**src/common/bam_defs.svh**
```systemverilog
/*
 * Bus master widths, depths and the protected address window.
 * One data width only, with the byte enables derived from it.
 */

`ifndef BAM_DEFS_SVH
`define BAM_DEFS_SVH

// --------------------------------------------------
// bus fields
// --------------------------------------------------
`define BAM_DATA_W      64
`define BAM_BE_W        8
`define BAM_ADDR_W      32

// low address bits forced to zero on the bus (8-byte beats)
`define BAM_ALIGN_BITS  3

// --------------------------------------------------
// bursts and completion storage
// --------------------------------------------------
`define BAM_BURST_W     4
`define BAM_MAX_BURST   15

`define BAM_CPL_DEPTH   64
`define BAM_CPL_AW      6
// must hold the value BAM_CPL_DEPTH itself
`define BAM_CREDIT_W    7

// --------------------------------------------------
// protected window
// --------------------------------------------------
// an address is out of range when any bit in [HI:LO] is set
`define BAM_WIN_LO      15
`define BAM_WIN_HI      21

`endif

```
**src/common/bam_bus_pkg.sv**
```systemverilog
/*
 * Bus side types: address, data, byte enable, burst count,
 * response and the completion entry.
 */

package bam_bus_pkg;

  `include "bam_defs.svh"

  typedef logic [`BAM_ADDR_W-1:0]  bam_addr_t;
  typedef logic [`BAM_DATA_W-1:0]  bam_data_t;
  typedef logic [`BAM_BE_W-1:0]    bam_be_t;
  typedef logic [`BAM_BURST_W-1:0] bam_burst_t;

  // slave response, any nonzero value counts as an error
  typedef logic [1:0] bam_resp_t;

  // one completion buffer entry
  typedef struct packed {
    logic      err;
    bam_data_t data;
  } bam_cpl_t;

endpackage

```
**src/cmd_issue/bam_req_driver.sv**
```systemverilog
/*
 * Bus request driver: output register stage with address
 * alignment, byte enable select and protected window suppression.
 */

`timescale 1ns/1ns

`include "bam_defs.svh"

module bam_req_driver (
  input  logic                    clk,
  input  logic                    srst_reg,
  input  logic                    wr_beat_i,
  input  logic                    rd_req_i,
  input  bam_bus_pkg::bam_addr_t  req_addr_i,
  input  bam_bus_pkg::bam_be_t    req_be_i,
  input  bam_bus_pkg::bam_burst_t req_burst_i,
  input  bam_bus_pkg::bam_data_t  wdata_i,
  input  bam_bus_pkg::bam_be_t    wbe_i,
  output logic                    bus_write_o,
  output logic                    bus_read_o,
  output bam_bus_pkg::bam_addr_t  bus_addr_o,
  output bam_bus_pkg::bam_data_t  bus_wdata_o,
  output bam_bus_pkg::bam_be_t    bus_be_o,
  output bam_bus_pkg::bam_burst_t bus_burst_o
);

  bam_bus_pkg::bam_addr_t addr_aligned;
  logic                   win_hit;
  logic                   wr_allowed;

  // --------------------------------------------------
  // address decode
  // --------------------------------------------------
  assign addr_aligned = {req_addr_i[`BAM_ADDR_W-1:`BAM_ALIGN_BITS],
                         {`BAM_ALIGN_BITS{1'b0}}};

  // protected window is checked on the aligned address
  assign win_hit    = |addr_aligned[`BAM_WIN_HI:`BAM_WIN_LO];
  assign wr_allowed = wr_beat_i & ~win_hit;

  // --------------------------------------------------
  // request strobes
  // --------------------------------------------------
  always_ff @(posedge clk) begin
    if (srst_reg) begin
      bus_write_o <= 1'b0;
      bus_read_o  <= 1'b0;
    end else begin
      bus_write_o <= wr_allowed;
      bus_read_o  <= rd_req_i;
    end
  end

  // --------------------------------------------------
  // request payload
  // --------------------------------------------------
  // held between requests, address and burst stay fixed over a burst
  always_ff @(posedge clk) begin
    if (wr_beat_i || rd_req_i) begin
      bus_addr_o  <= addr_aligned;
      bus_burst_o <= req_burst_i;
      bus_wdata_o <= wr_allowed ? wdata_i : '0;
      if (rd_req_i) begin
        bus_be_o <= req_be_i;
      end else begin
        // suppressed beats show no byte lanes at all
        bus_be_o <= wr_allowed ? wbe_i : '0;
      end
    end
  end

endmodule

```
**config.mk**
```make
export PLATFORM = sky130hd
export DESIGN_NAME = bam_req_driver
export DESIGN_NICKNAME = d
export VERILOG_FILES = /design/src/common/bam_bus_pkg.sv /design/src/cmd_issue/bam_req_driver.sv
export VERILOG_INCLUDE_DIRS = /design/src /design/src/common
export SDC_FILE = /design/constraint.sdc
export NUM_CORES = 1
export LEC_CHECK = 0
export ABC_AREA = 1
export BUFFER_PORTS_ARGS = -buffer_cell sky130_fd_sc_hd__buf_4
export CORE_MARGIN = 5
export CORE_UTILIZATION = 37
export DETAILED_ROUTE_END_ITERATION = 16
export GPL_ROUTABILITY_DRIVEN = 0
export PLACE_DENSITY = 0.67
export SLEW_MARGIN = 40
export SYNTH_ARGS = -nofsm -noshare
export SYNTH_HDL_FRONTEND = slang
export SYNTH_SLANG_ARGS = --single-unit
```
**constraint.sdc**
```tcl
create_clock -name clk -period 6.6 [get_ports clk]
set_input_delay 0.99 -clock clk [delete_from_list [all_inputs] [get_ports clk]]
set_output_delay 0.99 -clock clk [all_outputs]
set_load 0.05 [all_outputs]
```
==> impl_summary.md <==
Run status
The flow ran to the end, and the final reports show no timing, DRC or antenna violations.

Yosys
By instance count, the leading cell after synthesis is edfxtp_1. Of all flip-flops after synthesis, the portion carrying an async set or reset was 0. After synthesis the cells add up to 4450 um2.

The primary flip-flop cell chosen by synthesis mapping is edfxtp_1. In this run, synthesis produced a sequential element count of 107. After synthesis, the netlist uses 17 different library cells.

Dividing the synthesized area by the synthesized cell count gives 14.5 um2. After synthesis, the cell types taking the most area are edfxtp_1, nor2_4, inv_1. The synthesis warning total is 0. By count the netlist is led by edfxtp_1, inv_1, nor2_4. In the synthesized netlist, the number of instances is 306. The number of enable flip-flop cells after synthesis is 105. The largest total area in the synthesized netlist belongs to edfxtp_1. The sequential-to-total area share from yosys stat is 0.718. The share of synthesized area in the top cell type comes to 0.709.

Finish
After filler insertion, the fill cell instance count of the layout stands at 1026. Summing all multi-input logic gate instances after layout gives 833 um2. Registers take 3190 um2. The repair_antennas step left the layout with diodes totalling 0. The relative area change from synthesis to final layout is 47.6%.

The count of nets after finishing is 652. In the final layout, the share of cells above drive strength 1 is 0.553.

Route
After detailed routing, the average wire length per cell comes to 14.2 um. The final layout contains routed wiring with a total length of 9.71 mm. In the routed layout, each cell is associated on average with a via count of 4.14.

For this run, the detailed router's first-pass iteration total came to 4. In the routed design, unresolved DRC markers number 0. The initial detailed-routing violation count is 141. The vias after detailed routing is 2835. The residual antenna-violating net count after detailed routing is 0.

Die
The number of ports placed on the die boundary is 230. The total area inside the core boundary comes to 11900 um2. The initial utilization of the core area, before any placement, comes to 0.374. The count of standard-cell rows is 40. The die is 120 um wide. The area enclosed by the die boundary is 14300 um2.

In this run the vertical extent of the chip is 120 um.

Clocking
For this design, the CTS-stage hold fixing added 0 buffers. Clock-pin slew was measured on the worst setup and hold paths at 0.07 ns. In this run, post-CTS repair resized a total of 0 instances.

The number of buffers created by CTS is 9. The maximum count of clock buffers along a single path is 2. In this run the post-CTS setup repair buffer count came out at 0. The buffer type at the clock tree root is clkbuf_16.

The clock tree from TritonCTS is yes. Clock tree synthesis found a total of 107 sinks. The H-tree was split into 3 levels.

Placed design
Input and output buffers added on the ports amount to 223. Before CTS, the worst setup slack after placement is 3.66 ns. The total half-perimeter wirelength after legalization and detailed placement is 7.34 mm.

Worst setup path
For the worst setup path, the data arrival time is 2.33 ns. The critical path starts at rd_req_i. The required time of the worst setup path is 6.58 ns. The setup path with the least slack is of type input port to register. The highest-delay cell along the critical path is buf_6. Along the worst path, the maximum fanout reaches 64.

The most critical setup path has its endpoint at bus_be_o[6]. Traced cell by cell, the critical path runs through buf_4 -> or2_4 -> buf_6. The worst setup path is launched from an input port. In this design, the stage delay of the slowest critical-path cell is 0.55 ns.

STA classifies the critical path endpoint as a register.

STA
Headroom to the max-slew limit came out at 0.601. The number of pins exceeding their max-slew limit in the final report was 0. The minimum clock period after layout is 2.35 ns.

The actual slew at the worst max-slew pin is 0.599 ns. The share of the clock period used by the worst path is 0.356. After layout, the worst setup slack is 4.25 ns. For this run, the top clock speed supported by timing is 0.426 GHz.

The setup TNS is 0 ns. The number of endpoints failing setup at the final stage is 0. Setup repair after global routing left no endpoint under its margin. The total count of hold-check failures in the final report is 0.

Global route
The global routing stage identified its most utilized layer as met2. The first-pass GRT wire length is 15.0 mm. The initial antenna violation count is 0. The overall fraction of global-route tracks in use is 0.134. In the global route stage, met3 resource usage came out at 0.0575. Entering global routing, the biggest net connects 65 pins. In the global route stage, met1 resource usage came out at 0.143.

The fraction of met2 tracks used by global routing is 0.227. The total congestion overflow after global routing is 0. The via count of the first global-routing pass came to 2974.

Flow run
The tool flagged a number of max-cap violations equal to 0.

Power
The power density relative to cell area is 266 nW/um2. For this design the static power due to leakage is 3.09 nW. The peak ir drop on the vdd network is 0.000139 V.

Hold path
The kind of path behind the tightest hold check is input port to register.
==> layout make-up <==
type,count,share of cell area
multi-input cells,109,0.127
flip-flops and latches,107,0.486
well taps,147,0.0280
inverters,80,0.0457
clock inverters,6,0.0173
clock buffers,10,0.0349
repair buffers,225,0.261
==> where the power goes <==
group	total, mW	internal (mW)	leakage (nW)	switching (mW)
registers	0.804	0.792	1.13	0.0124
clock network	0.611	0.372	0.159	0.240
logic	0.332	0.106	1.79	0.226
total	1.75	1.27	3.09	0.478
==> layout by cell type, fill, tap and decap left out <==
cell / n
buf_4: 223
edfxtp_1: 105
inv_1: 78
nor2_4: 52
nor2_1: 24
nand2_1: 19
clkbuf_16: 9
nand3_1: 8
conb_1: 3
bufinv_16: 3
inv_2: 2
dfxtp_1: 2
clkinvlp_4: 2
nand2_2: 1
or2_4: 1
nand2_8: 1
clkinv_4: 1
clkbuf_1: 1
buf_16: 1
buf_6: 1
==> worst min-delay path by stage <==
stage                   to  cells after the start  slack [ns]      from
2_1_floorplan   bus_read_o                      1        1.06  srst_reg
3_3_place_gp   bus_write_o                      2        1.16  srst_reg
3_5_place_dp    bus_read_o                      2        1.16  srst_reg
4_1_cts         bus_read_o                      2        0.79  srst_reg
5_1_grt         bus_read_o                      2        0.79  srst_reg
6_report        bus_read_o                      2        0.81  srst_reg
==> critical path: cells and delay by family <==
| kind | cells | cell delay (ns) |
|---|---|---|
| buf+inv | 2 | 0.74 |
| simple gates | 1 | 0.51 |
==> stage by stage <==
stage / hold slack [ns] / instances / util / cell area (um2) / total power [mW]
6_report: 0.808 / 684 / 0.551 / 6570 / 1.75
5_1_grt: 0.794 / 684 / 0.551 / 6570 / 1.81
4_1_cts: 0.790 / 684 / 0.551 / 6560 / 1.77
3_5_place_dp: 1.16 / 668 / 0.522 / 6220 / 1.15
3_3_place_gp: 1.16 / 667 / 0.520 / 6190 / 1.15
2_1_floorplan: 1.06 / 308 / - / 4460 / 1.02
==> flip-flops by register name, indices dropped and copies added (netlist names) <==
name,count
bus_addr_o,29
bus_be_o,8
bus_burst_o,4
bus_read_o,1
bus_wdata_o,64
bus_write_o,1
==> cells by family after synthesis <==
| family | share of synthesized area |
|---|---|
| AND/OR/NAND/NOR | 0.181 |
| other | 0.000843 |
| flip-flops | 0.718 |
| buffers and inverters | 0.100 |
==> layer usage <==
metal,up-vias,part of all wire
li1,1394,-
met1,1273,0.37
met2,146,0.49
met3,22,0.11
met4,0,0.029
met5,-,0
No activity file was read; power rests on OpenSTA's default activity.
