==> config.mk <==
export PLATFORM = sky130hd
export DESIGN_NAME = bam_cmd_sequencer
export DESIGN_NICKNAME = d
export VERILOG_FILES = /design/src/common/bam_bus_pkg.sv /design/src/common/bam_cmd_pkg.sv /design/src/cmd_issue/bam_cmd_sequencer.sv
export VERILOG_INCLUDE_DIRS = /design/src /design/src/common
export SDC_FILE = /design/constraint.sdc
export NUM_CORES = 1
export LEC_CHECK = 0
export BUFFER_PORTS_ARGS = -buffer_cell sky130_fd_sc_hd__buf_2
export CAP_MARGIN = 5
export CORE_UTILIZATION = 39
export DETAILED_ROUTE_END_ITERATION = 6
export PLACE_DENSITY = 0.76
export SYNTH_ARGS = -nofsm -noshare
export SYNTH_HDL_FRONTEND = slang
export SYNTH_SLANG_ARGS = --single-unit
==> constraint.sdc <==
create_clock -name clk -period 2.2 [get_ports clk]
set_input_delay 0.11 -clock clk [delete_from_list [all_inputs] [get_ports clk]]
set_output_delay 0.11 -clock clk [all_outputs]
set_load 0.05 [all_outputs]
==> src/common/bam_defs.svh <==
/*
 * Bus master widths, depths and the protected address window.
 * One data width only, with the byte enables derived from it.
 */

`ifndef BAM_DEFS_SVH
`define BAM_DEFS_SVH

// --------------------------------------------------
// bus fields
// --------------------------------------------------
`define BAM_DATA_W      64
`define BAM_BE_W        8
`define BAM_ADDR_W      32

// low address bits forced to zero on the bus (8-byte beats)
`define BAM_ALIGN_BITS  3

// --------------------------------------------------
// bursts and completion storage
// --------------------------------------------------
`define BAM_BURST_W     4
`define BAM_MAX_BURST   15

`define BAM_CPL_DEPTH   64
`define BAM_CPL_AW      6
// must hold the value BAM_CPL_DEPTH itself
`define BAM_CREDIT_W    7

// --------------------------------------------------
// protected window
// --------------------------------------------------
// an address is out of range when any bit in [HI:LO] is set
`define BAM_WIN_LO      15
`define BAM_WIN_HI      21

`endif

==> src/common/bam_bus_pkg.sv <==
/*
 * Bus side types: address, data, byte enable, burst count,
 * response and the completion entry.
 */

package bam_bus_pkg;

  `include "bam_defs.svh"

  typedef logic [`BAM_ADDR_W-1:0]  bam_addr_t;
  typedef logic [`BAM_DATA_W-1:0]  bam_data_t;
  typedef logic [`BAM_BE_W-1:0]    bam_be_t;
  typedef logic [`BAM_BURST_W-1:0] bam_burst_t;

  // slave response, any nonzero value counts as an error
  typedef logic [1:0] bam_resp_t;

  // one completion buffer entry
  typedef struct packed {
    logic      err;
    bam_data_t data;
  } bam_cpl_t;

endpackage

==> src/common/bam_cmd_pkg.sv <==
/*
 * Command side types: opcode, sequencer states and the
 * packed command word read from the command FIFO.
 */

package bam_cmd_pkg;

  // --------------------------------------------------
  // opcodes
  // --------------------------------------------------
  typedef enum logic {
    OP_READ  = 1'b0,
    OP_WRITE = 1'b1
  } bam_op_e;

  // --------------------------------------------------
  // sequencer states
  // --------------------------------------------------
  typedef enum logic [1:0] {
    ST_IDLE  = 2'd0,
    ST_POP   = 2'd1,
    ST_WRITE = 2'd2,
    ST_READ  = 2'd3
  } bam_state_e;

  // --------------------------------------------------
  // command word, msb first
  // --------------------------------------------------
  // be is only used by reads, writes take it from the data FIFO
  typedef struct packed {
    bam_op_e                op;
    bam_bus_pkg::bam_burst_t burst;
    bam_bus_pkg::bam_be_t    be;
    bam_bus_pkg::bam_addr_t  addr;
  } bam_cmd_t;

endpackage

==> src/cmd_issue/bam_cmd_sequencer.sv <==
/*
 * Command sequencer: FSM that pops commands, latches them and
 * runs the write beat counter, plus the registered ready flags.
 */

`timescale 1ns/1ns

`include "bam_defs.svh"

module bam_cmd_sequencer (
  input  logic                    clk,
  input  logic                    srst_reg,
  input  logic                    cmd_empty_i,
  input  bam_cmd_pkg::bam_cmd_t   cmd_rdata_i,
  input  logic                    bus_waitreq_i,
  input  logic                    credit_ok_i,
  output logic                    cmd_pop_o,
  output logic                    wdata_pop_o,
  output logic                    wr_beat_o,
  output logic                    rd_req_o,
  output bam_bus_pkg::bam_addr_t  req_addr_o,
  output bam_bus_pkg::bam_be_t    req_be_o,
  output bam_bus_pkg::bam_burst_t req_burst_o
);

  bam_cmd_pkg::bam_state_e state;
  bam_cmd_pkg::bam_state_e state_nxt;
  bam_cmd_pkg::bam_cmd_t   cmd_q;
  bam_bus_pkg::bam_burst_t beat_cnt;
  logic                    cmd_avail_q;
  logic                    waitreq_q;
  logic                    last_beat;

  // --------------------------------------------------
  // ready flags, sampled one cycle ahead of the FSM
  // --------------------------------------------------
  always_ff @(posedge clk) begin
    if (srst_reg) begin
      cmd_avail_q <= 1'b0;
      waitreq_q   <= 1'b0;
    end else begin
      cmd_avail_q <= ~cmd_empty_i;
      waitreq_q   <= bus_waitreq_i;
    end
  end

  // --------------------------------------------------
  // state machine
  // --------------------------------------------------
  assign last_beat = (beat_cnt == `BAM_BURST_W'(1));

  always_ff @(posedge clk) begin
    if (srst_reg) begin
      state <= bam_cmd_pkg::ST_IDLE;
    end else begin
      state <= state_nxt;
    end
  end

  always_comb begin
    state_nxt = state;
    case (state)
      bam_cmd_pkg::ST_IDLE: begin
        // waitrequest and credits are only looked at here
        if (cmd_avail_q && !waitreq_q && credit_ok_i) begin
          state_nxt = bam_cmd_pkg::ST_POP;
        end
      end
      bam_cmd_pkg::ST_POP: begin
        // head word is still visible while it is being popped
        if (cmd_rdata_i.op == bam_cmd_pkg::OP_WRITE) begin
          state_nxt = bam_cmd_pkg::ST_WRITE;
        end else begin
          state_nxt = bam_cmd_pkg::ST_READ;
        end
      end
      bam_cmd_pkg::ST_WRITE: begin
        if (last_beat) begin
          state_nxt = bam_cmd_pkg::ST_IDLE;
        end
      end
      bam_cmd_pkg::ST_READ: begin
        state_nxt = bam_cmd_pkg::ST_IDLE;
      end
      default: begin
        state_nxt = bam_cmd_pkg::ST_IDLE;
      end
    endcase
  end

  // --------------------------------------------------
  // command latch and write beat counter
  // --------------------------------------------------
  always_ff @(posedge clk) begin
    if (state == bam_cmd_pkg::ST_POP) begin
      cmd_q <= cmd_rdata_i;
    end
  end

  always_ff @(posedge clk) begin
    if (srst_reg) begin
      beat_cnt <= '0;
    end else if (state == bam_cmd_pkg::ST_POP) begin
      beat_cnt <= cmd_rdata_i.burst;
    end else if (state == bam_cmd_pkg::ST_WRITE) begin
      beat_cnt <= beat_cnt - `BAM_BURST_W'(1);
    end
  end

  assign cmd_pop_o   = (state == bam_cmd_pkg::ST_POP);
  // one data word per beat, window writes included
  assign wdata_pop_o = (state == bam_cmd_pkg::ST_WRITE);
  assign wr_beat_o   = (state == bam_cmd_pkg::ST_WRITE);
  assign rd_req_o    = (state == bam_cmd_pkg::ST_READ);

  assign req_addr_o  = cmd_q.addr;
  assign req_be_o    = cmd_q.be;
  assign req_burst_o = cmd_q.burst;

endmodule

==> results summary <==
The run finished with clean final reports. The library cell used most frequently in the layout, excluding fill and tap cells, is sky130_fd_sc_hd__buf_2. The library cells used most frequently in the layout, excluding fill and tap cells, are sky130_fd_sc_hd__buf_2 (97), sky130_fd_sc_hd__dlygate4sd3_1 (45), sky130_fd_sc_hd__edfxtp_1 (44), sky130_fd_sc_hd__dfxtp_1 (8), sky130_fd_sc_hd__nor2_1 (6).

The primary flip-flop cell chosen by synthesis mapping is sky130_fd_sc_hd__edfxtp_1. In the synthesized netlist, the number of instances is 98. After detailed routing, the number of remaining DRC violations is 0.

At the worst endpoint, the arrival time is 1.89 ns. The violation count after the first detailed-routing iteration came out at 91. CTS placed an instance of sky130_fd_sc_hd__clkbuf_8 at the clock tree root.

The quantity of I/O buffers inserted on ports is 97. The per-cell via count in the routed design is 4.53. The final-report hold violation count came out at 0.

After routing, the total negative slack on setup checks comes to 0 ns. Clock latency on the worst-skew pair, taken at its later pin, is 0.30 ns. The register area share after synthesis is 0.829. The final worst clock skew came out at 0.00271 ns. The area of placed instances is 2350 µm². The number of antenna violations at the first check in global routing is 0.

The count of standard-cell rows came out at 24. In this run the remaining antenna-violating nets after routing total 0. The post-layout net count is 302. The sum of net half-perimeters after detailed placement came out at 2390 µm. The final weighted congestion in routability-driven placement is 0.749.

The initial utilization of the core area, before any placement, comes to 0.408. The die height is 69.7 µm. Summed over all layers, the routed wires come to 4250 µm.

The actual slew at the worst max-slew pin came out at 0.574 ns. The clock edge transition at the registers on the reported setup and hold paths is 0.08 ns. The floorplan step defined a die boundary enclosing 4860 µm². The final clock period utilization by the worst path is 0.908. The count of final setup violators is 0. The minimum hold slack came out at 0.0137 ns. The relative max-transition margin came out at 0.617. The post-synth net total is 154. The number of global-route vias before repair is 1294. The leakage component of the power came out at 0.00122 µW. The share of final-layout standard cells stronger than drive strength 1 is 0.439.

The final worst setup slack came out at 0.201 ns. The critical path start-end classification is reg2out. Yosys printed 0 warnings. Timing would allow up to 500 MHz. The first global-routing pass estimated 6480 µm of wire.

The endpoint required time on the critical path came out at 2.09 ns. The number of antenna diodes in the final layout is 0. The power density over the cells came out at 1290 nW/µm². The max-cap violation count came out at 0. The total standard cell area after synthesis came out at 1790 µm². Relative to the synthesized area, the layout overhead comes to 61.1%. STA classifies the critical path startpoint as a register.

The wire length per cell came out at 14.3 µm. For this run the aggregate overflow at the end of global routing stands at 0. The worst-case IR drop observed on VDD is 0.000496 V. The synthesized area divided by synthesized cell count came out at 18.2 µm². 98 I/O pins were placed. TritonCTS built the clock tree. The routed layout has 1350 vias. OpenSTA, run right after detailed placement, puts the worst setup slack at 0.525 ns.

The clock period could shrink to 2.00 ns. The fraction of synthesis flops using an asynchronous set or reset pin came out at 0. The post-route cell area came out at 2880 µm².

Buffers inserted during clock tree synthesis total 5. The total iterations of the first detailed-routing run is 4. The overall fraction of global-route tracks in use is 0.175. The total number of clock tree sinks came out at 52. Setup repair after global routing left no endpoint under its margin. The pin count of the biggest net entering global routing came out at 34. The worst setup path is captured at an output pin. The non-filler instance count after layout came out at 298. After clock tree synthesis, the setup repair step added 0 buffers. The path class of the tightest hold or removal check is in2reg.

In this run the worst path has a maximum fanout of 33. The post-placement cell count is 246. The count of pins over their slew limit was 0. The H-tree was split into 2 levels.

The count of distinct cell types in the synthesized netlist is 22. The number of storage elements in the synthesis netlist is 52. The number of enable-type register cells in the synthesized netlist came out at 44. The core region is 4380 µm². The x dimension of the die came out at 69.7 µm. In this run the deepest clock path goes through 2 buffers.
cell families after synthesis:
group                    after synthesis  synth area share
AO/OA/AOI/OAI                         12            0.0462
adder cells (fa/ha/maj)                6            0.0420
buffers and inverters                  7            0.0175
flip-flops                            52             0.829
multiplexers                           2            0.0112
AND/OR/NAND/NOR                       19            0.0539
layer usage:
metal | part of all wire | global-route usage
met4 | 0.010 | 0.0467
met1 | 0.42 | 0.225
met5 | 0 | 0
met3 | 0.080 | 0.0538
met2 | 0.49 | 0.290
cells in the mapped netlist (all sizes together) (2+ instances only):
cell type / instances / share of area
dfxtp: 8 / 0.090
nand2: 4 / 0.0084
edfxtp: 44 / 0.74
ha: 6 / 0.042
buf: 2 / 0.0070
nor2: 6 / 0.013
inv: 5 / 0.011
a211oi: 2 / 0.0084
mux2i: 2 / 0.011
o21ai: 4 / 0.011
a21oi: 3 / 0.0084
nor2b: 3 / 0.011
nor3: 2 / 0.0056
area by class of cell:
class / count / area (µm²)
multi-input cells: 39 / 277
clock inverters: 2 / 12.5
clock buffers: 5 / 68.8
well taps: 52 / 65.1
repair buffers: 143 / 956
flip-flops and latches: 52 / 1480
fillers: 324 / 1510
inverters: 5 / 18.8
repair_timing:
item,4_1_cts,5_1_grt
gates resized for setup,0,0
hold endpoints to repair,44,1
hold buffers,44,1
flip-flops by register name, summed over array words and instances (netlist names):
register     count
state            2
req_be_o         8
req_burst_o      4
cmd_avail_q      1
waitreq_q        1
req_addr_o      32
beat_cnt         4
critical path: stages (launching register included):
cell                      delay (ns)
sky130_fd_sc_hd__dfxtp_1        0.35
sky130_fd_sc_hd__inv_1          0.09
sky130_fd_sc_hd__ha_2           0.56
sky130_fd_sc_hd__buf_12         0.29
sky130_fd_sc_hd__buf_2          0.30
path summary, 6_finish.rpt:
kind | from | endpoint | slack [ns] | cells past startpoint
setup / recovery | state[1] | cmd_pop_o | 0.20 | 4
hold / removal | bus_waitreq_i | waitreq_q | 0.01 | 2
setup reg to reg | state[1] | beat_cnt[3] | 0.58 | 5
hold reg to reg | state[1] | state[1] | 0.50 | 2
report_power, final:
| group | internal, µW | total, µW | switching (µW) |
|---|---|---|---|
| clock network | 216 | 507 | 292 |
| logic | 442 | 1680 | 1240 |
| registers | 1420 | 1520 | 96.7 |
| total | 2080 | 3710 | 1630 |
per-stage QoR:
step                 util  total power [µW]
detailed placement  0.535              3150
global route        0.657              3880
CTS                 0.654              3720
global placement    0.535              3120
floorplan               -              2780
finish              0.657              3710
Note: power is estimated with default switching activity, not from simulation.
